==> src/hw/noc_axi_pkg.sv <==
/*
  Shared widths, address map and channel types of the NoC AXI slave front end
  Only full-width INCR bursts are accepted (size code FULL_SIZE)
  Each virtual channel owns one 8-byte slot in the transmit and receive windows
  Any address outside those slots decodes as unmapped
*/
package noc_axi_pkg;

  // **************************************************
  // Widths and sizes
  // **************************************************
  localparam int AXI_DATA_WIDTH = 64;
  localparam int AXI_ADDR_WIDTH = 16;
  localparam int AXI_ID_WIDTH   = 4;
  localparam int AXI_LEN_WIDTH  = 8;
  localparam int N_VIRT_CHN     = 3;
  localparam int VC_WIDTH       = 2;
  localparam int RX_BUFF_SLOTS  = 8;
  localparam int MAX_OUTSTD_RD  = 4;

  typedef logic [AXI_DATA_WIDTH-1:0] axi_data_t;
  typedef logic [AXI_ADDR_WIDTH-1:0] axi_addr_t;
  typedef logic [AXI_ID_WIDTH-1:0]   axi_id_t;
  typedef logic [AXI_LEN_WIDTH-1:0]  axi_len_t;
  typedef logic [VC_WIDTH-1:0]       vc_id_t;

  // Address map
  localparam axi_addr_t  WR_BASE   = 16'h1000;
  localparam axi_addr_t  RD_BASE   = 16'h2000;
  localparam axi_addr_t  VC_STRIDE = 16'd8;
  localparam logic [2:0] FULL_SIZE = 3'd3;

  // **************************************************
  // Encodings
  // **************************************************
  typedef enum logic [1:0] {OKAY = 2'b00, SLVERR = 2'b10} aresp_t;
  typedef enum logic [1:0] {FIXED = 2'b00, INCR = 2'b01, WRAP = 2'b10} burst_t;
  typedef enum logic [1:0] {NONE, NOC_WR_FIFOS, NOC_RD_FIFOS} mm_region_t;
  typedef enum logic [1:0] {WR_IDLE, WR_DATA, WR_RESP} wr_state_t;

  // **************************************************
  // Channel payloads, valid bit included
  // **************************************************
  typedef struct packed {
    axi_id_t    id;
    axi_addr_t  addr;
    axi_len_t   len;
    logic [2:0] size;
    burst_t     burst;
    logic       valid;
  } axi_aw_t;

  typedef struct packed {
    axi_id_t    id;
    axi_addr_t  addr;
    axi_len_t   len;
    logic [2:0] size;
    burst_t     burst;
    logic       valid;
  } axi_ar_t;

  typedef struct packed {
    axi_data_t data;
    logic      last;
    logic      valid;
  } axi_w_t;

  typedef struct packed {
    axi_id_t id;
    aresp_t  resp;
    logic    valid;
  } axi_b_t;

  typedef struct packed {
    axi_id_t   id;
    axi_data_t data;
    aresp_t    resp;
    logic      last;
    logic      valid;
  } axi_r_t;

  // Flit towards the packet generator, pkt_sz is beats per burst
  typedef struct packed {
    logic                   valid;
    vc_id_t                 vc;
    logic                   req_new;
    logic                   req_last;
    logic [AXI_LEN_WIDTH:0] pkt_sz;
    axi_data_t              data;
  } pkt_out_t;

  typedef struct packed {
    logic      valid;
    vc_id_t    vc;
    axi_data_t data;
  } pkt_in_t;

  // One entry of the outstanding read queue
  typedef struct packed {
    axi_id_t  id;
    vc_id_t   vc;
    axi_len_t len;
    logic     err;
  } rd_req_t;

  // Region of a full address, exact channel slots only
  function automatic mm_region_t addr_region(axi_addr_t addr);
    mm_region_t region;
    region = NONE;
    for (int k = 0; k < N_VIRT_CHN; k++) begin
      if (addr == WR_BASE + axi_addr_t'(k) * VC_STRIDE)
        region = NOC_WR_FIFOS;
      if (addr == RD_BASE + axi_addr_t'(k) * VC_STRIDE)
        region = NOC_RD_FIFOS;
    end
    return region;
  endfunction

  // Channel index of a mapped address, zero when unmapped
  function automatic vc_id_t addr_vc(axi_addr_t addr);
    vc_id_t vc;
    vc = '0;
    for (int k = 0; k < N_VIRT_CHN; k++) begin
      if ((addr == WR_BASE + axi_addr_t'(k) * VC_STRIDE) ||
          (addr == RD_BASE + axi_addr_t'(k) * VC_STRIDE))
        vc = vc_id_t'(k);
    end
    return vc;
  endfunction

endpackage

==> src/hw/sync_fifo.sv <==
/*
  First-word-fall-through FIFO, head entry is visible on data_o
  SLOTS must be a power of two and at least 2
  Writes when full and reads when empty are ignored
*/
module sync_fifo #(
  parameter int SLOTS = 8,
  parameter int WIDTH = 64
) (
  input  logic             clk_axi,
  input  logic             arst_axi,
  input  logic             write_i,
  input  logic             read_i,
  input  logic [WIDTH-1:0] data_i,
  output logic [WIDTH-1:0] data_o,
  output logic             full_o,
  output logic             empty_o
);
  localparam int PTR_W = $clog2(SLOTS);

  logic [WIDTH-1:0] mem [SLOTS];
  // Extra MSB tells full from empty when the indexes match
  logic [PTR_W:0]   wr_ptr;
  logic [PTR_W:0]   rd_ptr;
  logic             do_wr;
  logic             do_rd;

  assign empty_o = (wr_ptr == rd_ptr);
  assign full_o  = (wr_ptr[PTR_W] != rd_ptr[PTR_W]) &&
                   (wr_ptr[PTR_W-1:0] == rd_ptr[PTR_W-1:0]);
  assign do_wr   = write_i && !full_o;
  assign do_rd   = read_i && !empty_o;
  assign data_o  = mem[rd_ptr[PTR_W-1:0]];

  // Pointers
  always_ff @(posedge clk_axi or posedge arst_axi) begin
    if (arst_axi) begin
      wr_ptr <= '0;
      rd_ptr <= '0;
    end else begin
      if (do_wr)
        wr_ptr <= wr_ptr + 1'b1;
      if (do_rd)
        rd_ptr <= rd_ptr + 1'b1;
    end
  end

  // Storage
  always_ff @(posedge clk_axi) begin
    if (do_wr)
      mem[wr_ptr[PTR_W-1:0]] <= data_i;
  end

endmodule

==> src/hw/axi_wr_path.sv <==
/*
  AXI write path, one burst at a time, awready low until B completes
  Each W beat goes out combinationally as a flit, wready follows the generator
  Bad burst type, size or address gives SLVERR, W beats are still absorbed
*/
module axi_wr_path (
  input  logic                  clk_axi,
  input  logic                  arst_axi,
  input  noc_axi_pkg::axi_aw_t  aw_i,
  output logic                  awready_o,
  input  noc_axi_pkg::axi_w_t   w_i,
  output logic                  wready_o,
  output noc_axi_pkg::axi_b_t   b_o,
  input  logic                  bready_i,
  output noc_axi_pkg::pkt_out_t pkt_out_o,
  input  logic                  pkt_out_ready_i
);
  noc_axi_pkg::wr_state_t state_q;
  noc_axi_pkg::wr_state_t state_d;
  noc_axi_pkg::axi_id_t   id_q;
  noc_axi_pkg::vc_id_t    vc_q;
  noc_axi_pkg::axi_len_t  len_q;
  logic                   err_q;
  logic                   head_q;
  logic                   aw_err;
  logic                   aw_hs;
  logic                   w_hs;
  logic                   b_hs;

  // **************************************************
  // Address channel
  // **************************************************
  // Only full-width INCR bursts into the transmit window pass
  assign aw_err = (aw_i.burst != noc_axi_pkg::INCR) ||
                  (aw_i.size != noc_axi_pkg::FULL_SIZE) ||
                  (noc_axi_pkg::addr_region(aw_i.addr) != noc_axi_pkg::NOC_WR_FIFOS);

  assign awready_o = (state_q == noc_axi_pkg::WR_IDLE);
  assign aw_hs     = aw_i.valid && awready_o;

  // **************************************************
  // Data channel and flit out
  // **************************************************
  // Error bursts are sunk here, the generator never sees them
  assign wready_o = (state_q == noc_axi_pkg::WR_DATA) && (err_q || pkt_out_ready_i);
  assign w_hs     = w_i.valid && wready_o;

  always_comb begin
    pkt_out_o.valid    = (state_q == noc_axi_pkg::WR_DATA) && !err_q && w_i.valid;
    pkt_out_o.vc       = vc_q;
    // Head mark on the first beat only
    pkt_out_o.req_new  = head_q;
    pkt_out_o.req_last = w_i.last;
    pkt_out_o.pkt_sz   = {1'b0, len_q} + 1'b1;
    pkt_out_o.data     = w_i.data;
  end

  // Write response
  always_comb begin
    b_o.valid = (state_q == noc_axi_pkg::WR_RESP);
    b_o.id    = id_q;
    b_o.resp  = err_q ? noc_axi_pkg::SLVERR : noc_axi_pkg::OKAY;
  end

  assign b_hs = b_o.valid && bready_i;

  // **************************************************
  // Burst FSM
  // **************************************************
  always_comb begin
    state_d = state_q;
    unique case (state_q)
      noc_axi_pkg::WR_IDLE:
        if (aw_hs)
          state_d = noc_axi_pkg::WR_DATA;
      noc_axi_pkg::WR_DATA:
        // Leave on the wlast handshake, bvalid rises next cycle
        if (w_hs && w_i.last)
          state_d = noc_axi_pkg::WR_RESP;
      noc_axi_pkg::WR_RESP:
        if (b_hs)
          state_d = noc_axi_pkg::WR_IDLE;
      default:
        state_d = noc_axi_pkg::WR_IDLE;
    endcase
  end

  always_ff @(posedge clk_axi or posedge arst_axi) begin
    if (arst_axi) begin
      state_q <= noc_axi_pkg::WR_IDLE;
      head_q  <= 1'b1;
    end else begin
      state_q <= state_d;
      if (aw_hs)
        head_q <= 1'b1;
      else if (w_hs)
        head_q <= 1'b0;
    end
  end

  // Burst attributes, captured at AW
  always_ff @(posedge clk_axi) begin
    if (aw_hs) begin
      id_q  <= aw_i.id;
      vc_q  <= noc_axi_pkg::addr_vc(aw_i.addr);
      len_q <= aw_i.len;
      err_q <= aw_err;
    end
  end

endmodule

==> src/hw/rx_vc_buffers.sv <==
/*
  One receive FIFO per virtual channel, filled from the network input
  A flit naming a channel index outside N_VIRT_CHN is never accepted
  The read path selects one channel head and pops it on an R handshake
*/
module rx_vc_buffers (
  input  logic                               clk_axi,
  input  logic                               arst_axi,
  input  noc_axi_pkg::pkt_in_t               pkt_in_i,
  output logic                               pkt_in_ready_o,
  input  noc_axi_pkg::vc_id_t                sel_vc_i,
  input  logic                               pop_i,
  output noc_axi_pkg::axi_data_t             flit_o,
  output logic [noc_axi_pkg::N_VIRT_CHN-1:0] empty_o
);
  logic [noc_axi_pkg::N_VIRT_CHN-1:0] full;
  logic [noc_axi_pkg::N_VIRT_CHN-1:0] push;
  logic [noc_axi_pkg::N_VIRT_CHN-1:0] pop;
  noc_axi_pkg::axi_data_t             head [noc_axi_pkg::N_VIRT_CHN];

  // Input ready from the addressed buffer, output mux on the selected head
  always_comb begin
    pkt_in_ready_o = 1'b0;
    flit_o         = head[0];
    for (int i = 0; i < noc_axi_pkg::N_VIRT_CHN; i++) begin
      if (pkt_in_i.vc == noc_axi_pkg::vc_id_t'(i))
        pkt_in_ready_o = !full[i];
      if (sel_vc_i == noc_axi_pkg::vc_id_t'(i))
        flit_o = head[i];
    end
  end

  // **************************************************
  // Channel buffers
  // **************************************************
  for (genvar g = 0; g < noc_axi_pkg::N_VIRT_CHN; g++) begin : g_vc
    // Demux by channel id, pop only the selected channel
    assign push[g] = pkt_in_i.valid && (pkt_in_i.vc == noc_axi_pkg::vc_id_t'(g)) && !full[g];
    assign pop[g]  = pop_i && (sel_vc_i == noc_axi_pkg::vc_id_t'(g));

    sync_fifo #(
      .SLOTS (noc_axi_pkg::RX_BUFF_SLOTS),
      .WIDTH (noc_axi_pkg::AXI_DATA_WIDTH)
    ) u_vc_fifo (
      .clk_axi  (clk_axi),
      .arst_axi (arst_axi),
      .write_i  (push[g]),
      .read_i   (pop[g]),
      .data_i   (pkt_in_i.data),
      .data_o   (head[g]),
      .full_o   (full[g]),
      .empty_o  (empty_o[g])
    );
  end

endmodule

==> src/hw/axi_rd_path.sv <==
/*
  AXI read path with a queue of up to MAX_OUTSTD_RD requests
  Channel emptiness is checked when the AR is accepted, not when it is served
  An error request returns a single zero beat with SLVERR and rlast
  Valid requests wait on the channel buffer, so beat latency is not fixed
*/
module axi_rd_path (
  input  logic                               clk_axi,
  input  logic                               arst_axi,
  input  noc_axi_pkg::axi_ar_t               ar_i,
  output logic                               arready_o,
  output noc_axi_pkg::axi_r_t                r_o,
  input  logic                               rready_i,
  input  logic [noc_axi_pkg::N_VIRT_CHN-1:0] vc_empty_i,
  input  noc_axi_pkg::axi_data_t             flit_i,
  output noc_axi_pkg::vc_id_t                sel_vc_o,
  output logic                               pop_o
);
  noc_axi_pkg::rd_req_t  req_in;
  noc_axi_pkg::rd_req_t  req_head;
  noc_axi_pkg::vc_id_t   ar_vc;
  noc_axi_pkg::axi_len_t beat_q;
  logic                  q_full;
  logic                  q_empty;
  logic                  ar_hs;
  logic                  r_hs;
  logic                  retire;
  logic                  active_q;

  // **************************************************
  // Request check and queue
  // **************************************************
  assign ar_vc     = noc_axi_pkg::addr_vc(ar_i.addr);
  assign arready_o = !q_full;
  assign ar_hs     = ar_i.valid && arready_o;

  always_comb begin
    req_in.id  = ar_i.id;
    req_in.vc  = ar_vc;
    req_in.len = ar_i.len;
    // Reading an empty channel counts as an error too
    req_in.err = (ar_i.burst != noc_axi_pkg::INCR) ||
                 (ar_i.size != noc_axi_pkg::FULL_SIZE) ||
                 (noc_axi_pkg::addr_region(ar_i.addr) != noc_axi_pkg::NOC_RD_FIFOS) ||
                 vc_empty_i[ar_vc];
  end

  sync_fifo #(
    .SLOTS (noc_axi_pkg::MAX_OUTSTD_RD),
    .WIDTH ($bits(noc_axi_pkg::rd_req_t))
  ) u_rd_req_fifo (
    .clk_axi  (clk_axi),
    .arst_axi (arst_axi),
    .write_i  (ar_hs),
    .read_i   (retire),
    .data_i   (req_in),
    .data_o   (req_head),
    .full_o   (q_full),
    .empty_o  (q_empty)
  );

  // **************************************************
  // R beat generation
  // **************************************************
  always_comb begin
    r_o.id    = req_head.id;
    // Beats only once the head request has settled for a cycle
    r_o.valid = active_q && (req_head.err || !vc_empty_i[req_head.vc]);
    r_o.data  = req_head.err ? '0 : flit_i;
    r_o.resp  = req_head.err ? noc_axi_pkg::SLVERR : noc_axi_pkg::OKAY;
    r_o.last  = r_o.valid && (req_head.err || (beat_q == req_head.len));
  end

  assign r_hs     = r_o.valid && rready_i;
  assign retire   = r_hs && r_o.last;
  assign sel_vc_o = req_head.vc;
  // Error beats take nothing from the buffers
  assign pop_o    = r_hs && !req_head.err;

  // Beat counter and head activity flag
  always_ff @(posedge clk_axi or posedge arst_axi) begin
    if (arst_axi) begin
      beat_q   <= '0;
      active_q <= 1'b0;
    end else begin
      if (retire)
        beat_q <= '0;
      else if (r_hs)
        beat_q <= beat_q + 1'b1;
      // Drops for one cycle after each retire so the next head settles
      active_q <= retire ? 1'b0 : !q_empty;
    end
  end

endmodule

==> src/hw/noc_axi_slave.sv <==
/*
  AXI slave front end of a NoC node, write path and read path side by side
  The network input fills per-channel buffers drained by AXI reads
  AXI writes become flits towards the packet generator
*/
module noc_axi_slave (
  input  logic                  clk_axi,
  input  logic                  arst_axi,
  // AXI slave port
  input  noc_axi_pkg::axi_aw_t  aw_i,
  output logic                  awready_o,
  input  noc_axi_pkg::axi_w_t   w_i,
  output logic                  wready_o,
  output noc_axi_pkg::axi_b_t   b_o,
  input  logic                  bready_i,
  input  noc_axi_pkg::axi_ar_t  ar_i,
  output logic                  arready_o,
  output noc_axi_pkg::axi_r_t   r_o,
  input  logic                  rready_i,
  // Network side
  input  noc_axi_pkg::pkt_in_t  pkt_in_i,
  output logic                  pkt_in_ready_o,
  output noc_axi_pkg::pkt_out_t pkt_out_o,
  input  logic                  pkt_out_ready_i
);
  logic [noc_axi_pkg::N_VIRT_CHN-1:0] vc_empty;
  noc_axi_pkg::vc_id_t                sel_vc;
  noc_axi_pkg::axi_data_t             flit;
  logic                               pop;

  // **************************************************
  // Write path
  // **************************************************
  axi_wr_path u_axi_wr_path (
    .clk_axi         (clk_axi),
    .arst_axi        (arst_axi),
    .aw_i            (aw_i),
    .awready_o       (awready_o),
    .w_i             (w_i),
    .wready_o        (wready_o),
    .b_o             (b_o),
    .bready_i        (bready_i),
    .pkt_out_o       (pkt_out_o),
    .pkt_out_ready_i (pkt_out_ready_i)
  );

  // **************************************************
  // Receive buffers and read path
  // **************************************************
  rx_vc_buffers u_rx_vc_buffers (
    .clk_axi        (clk_axi),
    .arst_axi       (arst_axi),
    .pkt_in_i       (pkt_in_i),
    .pkt_in_ready_o (pkt_in_ready_o),
    .sel_vc_i       (sel_vc),
    .pop_i          (pop),
    .flit_o         (flit),
    .empty_o        (vc_empty)
  );

  axi_rd_path u_axi_rd_path (
    .clk_axi    (clk_axi),
    .arst_axi   (arst_axi),
    .ar_i       (ar_i),
    .arready_o  (arready_o),
    .r_o        (r_o),
    .rready_i   (rready_i),
    .vc_empty_i (vc_empty),
    .flit_i     (flit),
    .sel_vc_o   (sel_vc),
    .pop_o      (pop)
  );

endmodule

==> config.mk <==
export PLATFORM = sky130hd
export DESIGN_NAME = noc_axi_slave
export DESIGN_NICKNAME = d
export VERILOG_FILES = /design/src/hw/noc_axi_pkg.sv /design/src/hw/sync_fifo.sv /design/src/hw/axi_wr_path.sv /design/src/hw/rx_vc_buffers.sv /design/src/hw/axi_rd_path.sv /design/src/hw/noc_axi_slave.sv
export SDC_FILE = /design/constraint.sdc
export NUM_CORES = 1
export LEC_CHECK = 0
export BUFFER_PORTS_ARGS = -buffer_cell sky130_fd_sc_hd__buf_2
export CORE_ASPECT_RATIO = 0.6
export CORE_MARGIN = 10
export CORE_UTILIZATION = 53
export DETAILED_ROUTE_END_ITERATION = 7
export HOLD_SLACK_MARGIN = 0.08
export PLACE_DENSITY = 0.74
export SYNTH_ARGS = -nofsm -noshare
export SYNTH_HDL_FRONTEND = slang
export SYNTH_SLANG_ARGS = --single-unit
==> constraint.sdc <==
create_clock -name clk_axi -period 7.5 [get_ports clk_axi]
set_input_delay 1.125 -clock clk_axi [delete_from_list [all_inputs] [get_ports clk_axi]]
set_output_delay 1.125 -clock clk_axi [all_outputs]
set_load 0.01 [all_outputs]
==> impl_summary.md <==
Global route
The residual overflow from global routing is 0. The global-route wire length before repair is 215 mm. The number of antenna violations at the first check in global routing is 9. Entering global routing, the biggest net connects 133 pins. The via count of the first global-routing pass is 31.7k.

The combined global-route utilization of all metal layers is 21.2%.

Floorplanning
Measured along the x axis, the die boundary spans 471 um. The row count is 99. 367 I/O pins were placed. The floorplan step set the die height to 290 um.

The die footprint is 0.137 mm^2. The region available for standard cell placement spans 0.121 mm^2. The effective utilization at floorplan is 53.2%.

Final layout
Cells fill 59.3% of the core in the end. The post-route netlist has 30.4% of its cells at a drive strength greater than 1. Compared with the post-synthesis result, the final layout area differs by 11.5%. The net count of the finished layout is 3382.

Critical path
The critical path startpoint category is a flop. For the worst setup path, the data arrival time is 4650 ps. STA puts the critical path data required time at 6380 ps. For the worst flop-to-flop path, the logic depth is 6. The biggest fanout along the worst timing path is 48. In this run the register-to-register setup slack is 3000 ps.

Among all stages on the critical path, the largest delay is contributed by sky130_fd_sc_hd__dfrtp_1. The setup path with the least slack is of type flop to output pin. Grouping stages by cell kind, the critical path spends the most delay in flip-flops. The launch instance of the worst register-to-register path is u_rx_vc_buffers.g_vc[0].u_vc_fifo.rd_ptr[0]. The signal on the critical path passes through mux4_2, and2b_4, buf_4, a211oi_1, a21oi_1, nor2_1, a211oi_1, buf_2. On the worst path, the slowest cell contributes a delay of 1070 ps. The combined buffer and inverter count along the critical path is 2. The endpoint kind of the worst setup timing path is an output pin. Among the stages of the critical path, the cell type that occurs most often is sky130_fd_sc_hd__a211oi_1. In this run the critical register-to-register path is captured at u_rx_vc_buffers.g_vc[0].u_vc_fifo.mem[2][28].

Route
Wires add up to 146 mm. After detailed routing, the number of remaining DRC violations is 0. The via density per instance is 6.28. The average routed wire per standard cell is 29.8 um.

Once detail routing completed, the nets flagged for antenna violations numbered 0. The pre-antenna-repair detailed-routing pass consisted of 5 iterations. The first-iteration detailed-routing DRC count is 3239. The total number of vias is 30.8k.

Clock network
For this design, the sink count on the clock tree is 1653. The number of hold buffers added after CTS was 0. The buffer depth of the longest clock path is 3.

The cell at the root of the clock tree is sky130_fd_sc_hd__clkbuf_16. The H-tree depth reported by CTS is 4. The number of buffers added by the clock tree synthesis step is 147. The CTS tree is yes. The buffers inserted during post-CTS setup optimization is 0. The post-cts gate resize count is 0.

The clock reaches the later pin of the worst-skew pair after 770 ps. After clock tree synthesis, the clock-pin slew on the worst setup and hold paths is 60 ps.

Synthesis
The cell area that synthesis handed to floorplanning was 0.0646 mm^2. By instance count, the leading cell after synthesis is sky130_fd_sc_hd__edfxtp_1. The number of register bits inferred by synthesis is 1653. The most used flip-flop cell after synthesis is sky130_fd_sc_hd__edfxtp_1. After synthesis, flip-flops and latches occupy 76.6% of the total area.

By area the synthesized netlist is led by sky130_fd_sc_hd__edfxtp_1, sky130_fd_sc_hd__mux4_2, sky130_fd_sc_hd__mux2i_1. For this run, asynchronously set or reset flops after synthesis account for 2.54%. Each instance of the synthesized netlist takes up on average 21.9 um^2.

The number of warning messages in the yosys log is 0. The number of different library cells in the post-synthesis netlist is 57. By count the netlist is led by sky130_fd_sc_hd__edfxtp_1, sky130_fd_sc_hd__mux4_2, sky130_fd_sc_hd__a211oi_1, sky130_fd_sc_hd__mux2i_1, sky130_fd_sc_hd__clkbuf_1. The number of cells produced by synthesis is 2945. The leading area contributor after synthesis is sky130_fd_sc_hd__edfxtp_1. The synthesized design devotes to its leading area cell type 74.9% of total area. Yosys mapped a number of flops with a built-in enable equal to 1611.

Placement
The half-perimeter wire length of the detailed placement result is 82.8 mm. Buffers placed on the I/O ports in this run total 236. The global placement routability congestion is 0.771.

Pwr
In this run the power density over the cells is 330 mW/mm^2. The leakage power summed over all cells is 22.3 nW. IR analysis of the VDD net gives a maximum drop of 0.343 mV.

Timing
Setup violations remaining at the end of the flow were counted as 0. Setup repair after global routing left no endpoint under its margin. The slew of the pin with the lowest slew margin is 1230 ps. The number of endpoints with negative hold slack in the final report is 0. The fraction of the cycle the final worst path needs is 76.9%. Summed over all failing endpoints, the final setup total negative slack is 0 ps.

Timing would allow up to 173 MHz. The clock tree skew after final layout is 20.7 ps. The number of slew-limit violations in the final report came to 0. In this run the tightest slew margin relative to its limit is 18.0%.

Subtracting the final worst setup slack from the clock period gives 5770 ps.

Run
Across the run, the number of max-cap violations was 0.

Run status
The run finished with clean final reports.

Min path
The tightest min-delay check is of the flop to flop type. The number of cells on the worst hold path is 1. The endpoint with the worst hold slack is u_rx_vc_buffers.g_vc[0].u_vc_fifo.wr_ptr[3]. The worst hold path begins at u_rx_vc_buffers.g_vc[0].u_vc_fifo.wr_ptr[3].
-- metrics by stage --
stage	power (W)	worst slack, ps	hold WS, ps	cell area [um^2]	std cells
4_1_cts	0.0240	1640	487	71900	4893
2_1_floorplan	0.0151	565	460	64600	2946
6_report	0.0238	1730	489	72000	4899
3_5_place_dp	0.0167	2510	478	67300	4629
5_1_grt	0.0247	1340	499	72000	4899
3_3_place_gp	0.0166	2570	474	67300	4629
-- state kept, by name, summed over array words and instances, names as in the netlist --
register	cells
u_axi_wr_path.head_q	1
u_axi_rd_path.active_q	1
u_axi_rd_path.u_rd_req_fifo.wr_ptr	3
u_axi_wr_path.vc_q	2
u_rx_vc_buffers.g_vc.u_vc_fifo.mem	1536
u_rx_vc_buffers.g_vc.u_vc_fifo.rd_ptr	12
u_axi_rd_path.u_rd_req_fifo.mem	60
u_rx_vc_buffers.g_vc.u_vc_fifo.wr_ptr	12
u_axi_wr_path.id_q	4
u_axi_wr_path.err_q	1
u_axi_rd_path.beat_q	8
u_axi_wr_path.state_q	2
u_axi_wr_path.len_q	8
u_axi_rd_path.u_rd_req_fifo.rd_ptr	3
-- layer usage --
| metal | global-route usage, % | share of wire (%) | vias to the layer above |
|---|---|---|---|
| met1 | 30.0 | 41 | 16335 |
| met3 | 5.28 | 8.9 | 214 |
| met2 | 33.1 | 47 | 1528 |
| li1 | - | - | 12670 |
| met4 | 5.96 | 2.3 | 14 |
| met5 | 0 | 0.049 | - |
-- layout make-up --
type	count	area, um^2
clock inverter	72	644
multi-input combinational	1053	14100
inverter	9	35.0
sequential	1653	49500
tap	1616	2020
timing repair buffer	299	1750
antenna	5	12.5
clock buffer	192	3950
fill	8352	49300
-- placed cells by master (no fill, tap or decap), types with 22 or more instances in the layout --
master | netlist | final
sky130_fd_sc_hd__nor2b_1 | 25 | 24
sky130_fd_sc_hd__xnor2_1 | 31 | 31
sky130_fd_sc_hd__clkinv_2 | 0 | 23
sky130_fd_sc_hd__mux2_2 | 48 | 48
sky130_fd_sc_hd__clkbuf_1 | 114 | 39
sky130_fd_sc_hd__mux2i_1 | 128 | 128
sky130_fd_sc_hd__xor2_1 | 22 | 22
sky130_fd_sc_hd__mux4_2 | 399 | 398
sky130_fd_sc_hd__nand2_1 | 29 | 29
sky130_fd_sc_hd__nor2_1 | 87 | 73
sky130_fd_sc_hd__buf_4 | 69 | 54
sky130_fd_sc_hd__clkinv_1 | 0 | 23
sky130_fd_sc_hd__dfrtp_1 | 41 | 32
sky130_fd_sc_hd__buf_2 | 36 | 237
sky130_fd_sc_hd__clkbuf_16 | 0 | 151
sky130_fd_sc_hd__edfxtp_1 | 1611 | 1611
sky130_fd_sc_hd__a211oi_1 | 128 | 128
sky130_fd_sc_hd__a21oi_1 | 24 | 24
-- worst max-delay path by stage --
stage | startpoint | endpoint | slack, ps | cells past startpoint
CTS | u_axi_rd_path.u_rd_req_fifo.rd_ptr[0] | r_o[21] | 1640 | 8
global route | u_axi_rd_path.u_rd_req_fifo.rd_ptr[0] | r_o[27] | 1340 | 8
global placement | u_axi_rd_path.u_rd_req_fifo.rd_ptr[0] | r_o[21] | 2570 | 8
finish | u_axi_rd_path.u_rd_req_fifo.rd_ptr[0] | r_o[21] | 1730 | 8
detailed placement | u_axi_rd_path.u_rd_req_fifo.rd_ptr[0] | r_o[21] | 2510 | 8
floorplan | pkt_in_i[64] | u_rx_vc_buffers.g_vc[0].u_vc_fifo.mem[1][0] | 570 | 3
-- cell families (layout without fill, tap and decap cells) --
kind of cell,Yosys count,count (layout),share of synthesized area [%]
and+or+nand+nor,230,230,1.80
DFF,1653,1653,76.6
muxes,576,576,16.8
other,1,7,0.00581
buffers and inverters,240,572,1.89
xor gates and xnor gates,53,53,0.719
AOI/OAI and AO/OA,179,179,2.00
adders and majority gates,13,13,0.252
-- where the power goes --
group	internal [W]	switching [W]	leakage, nW
Combinational	0.00246	0.00290	5.06
Clock	0.00404	0.00323	2.24
Sequential	0.0107	0.000479	15.0
No activity file was read; power rests on OpenSTA's default activity.
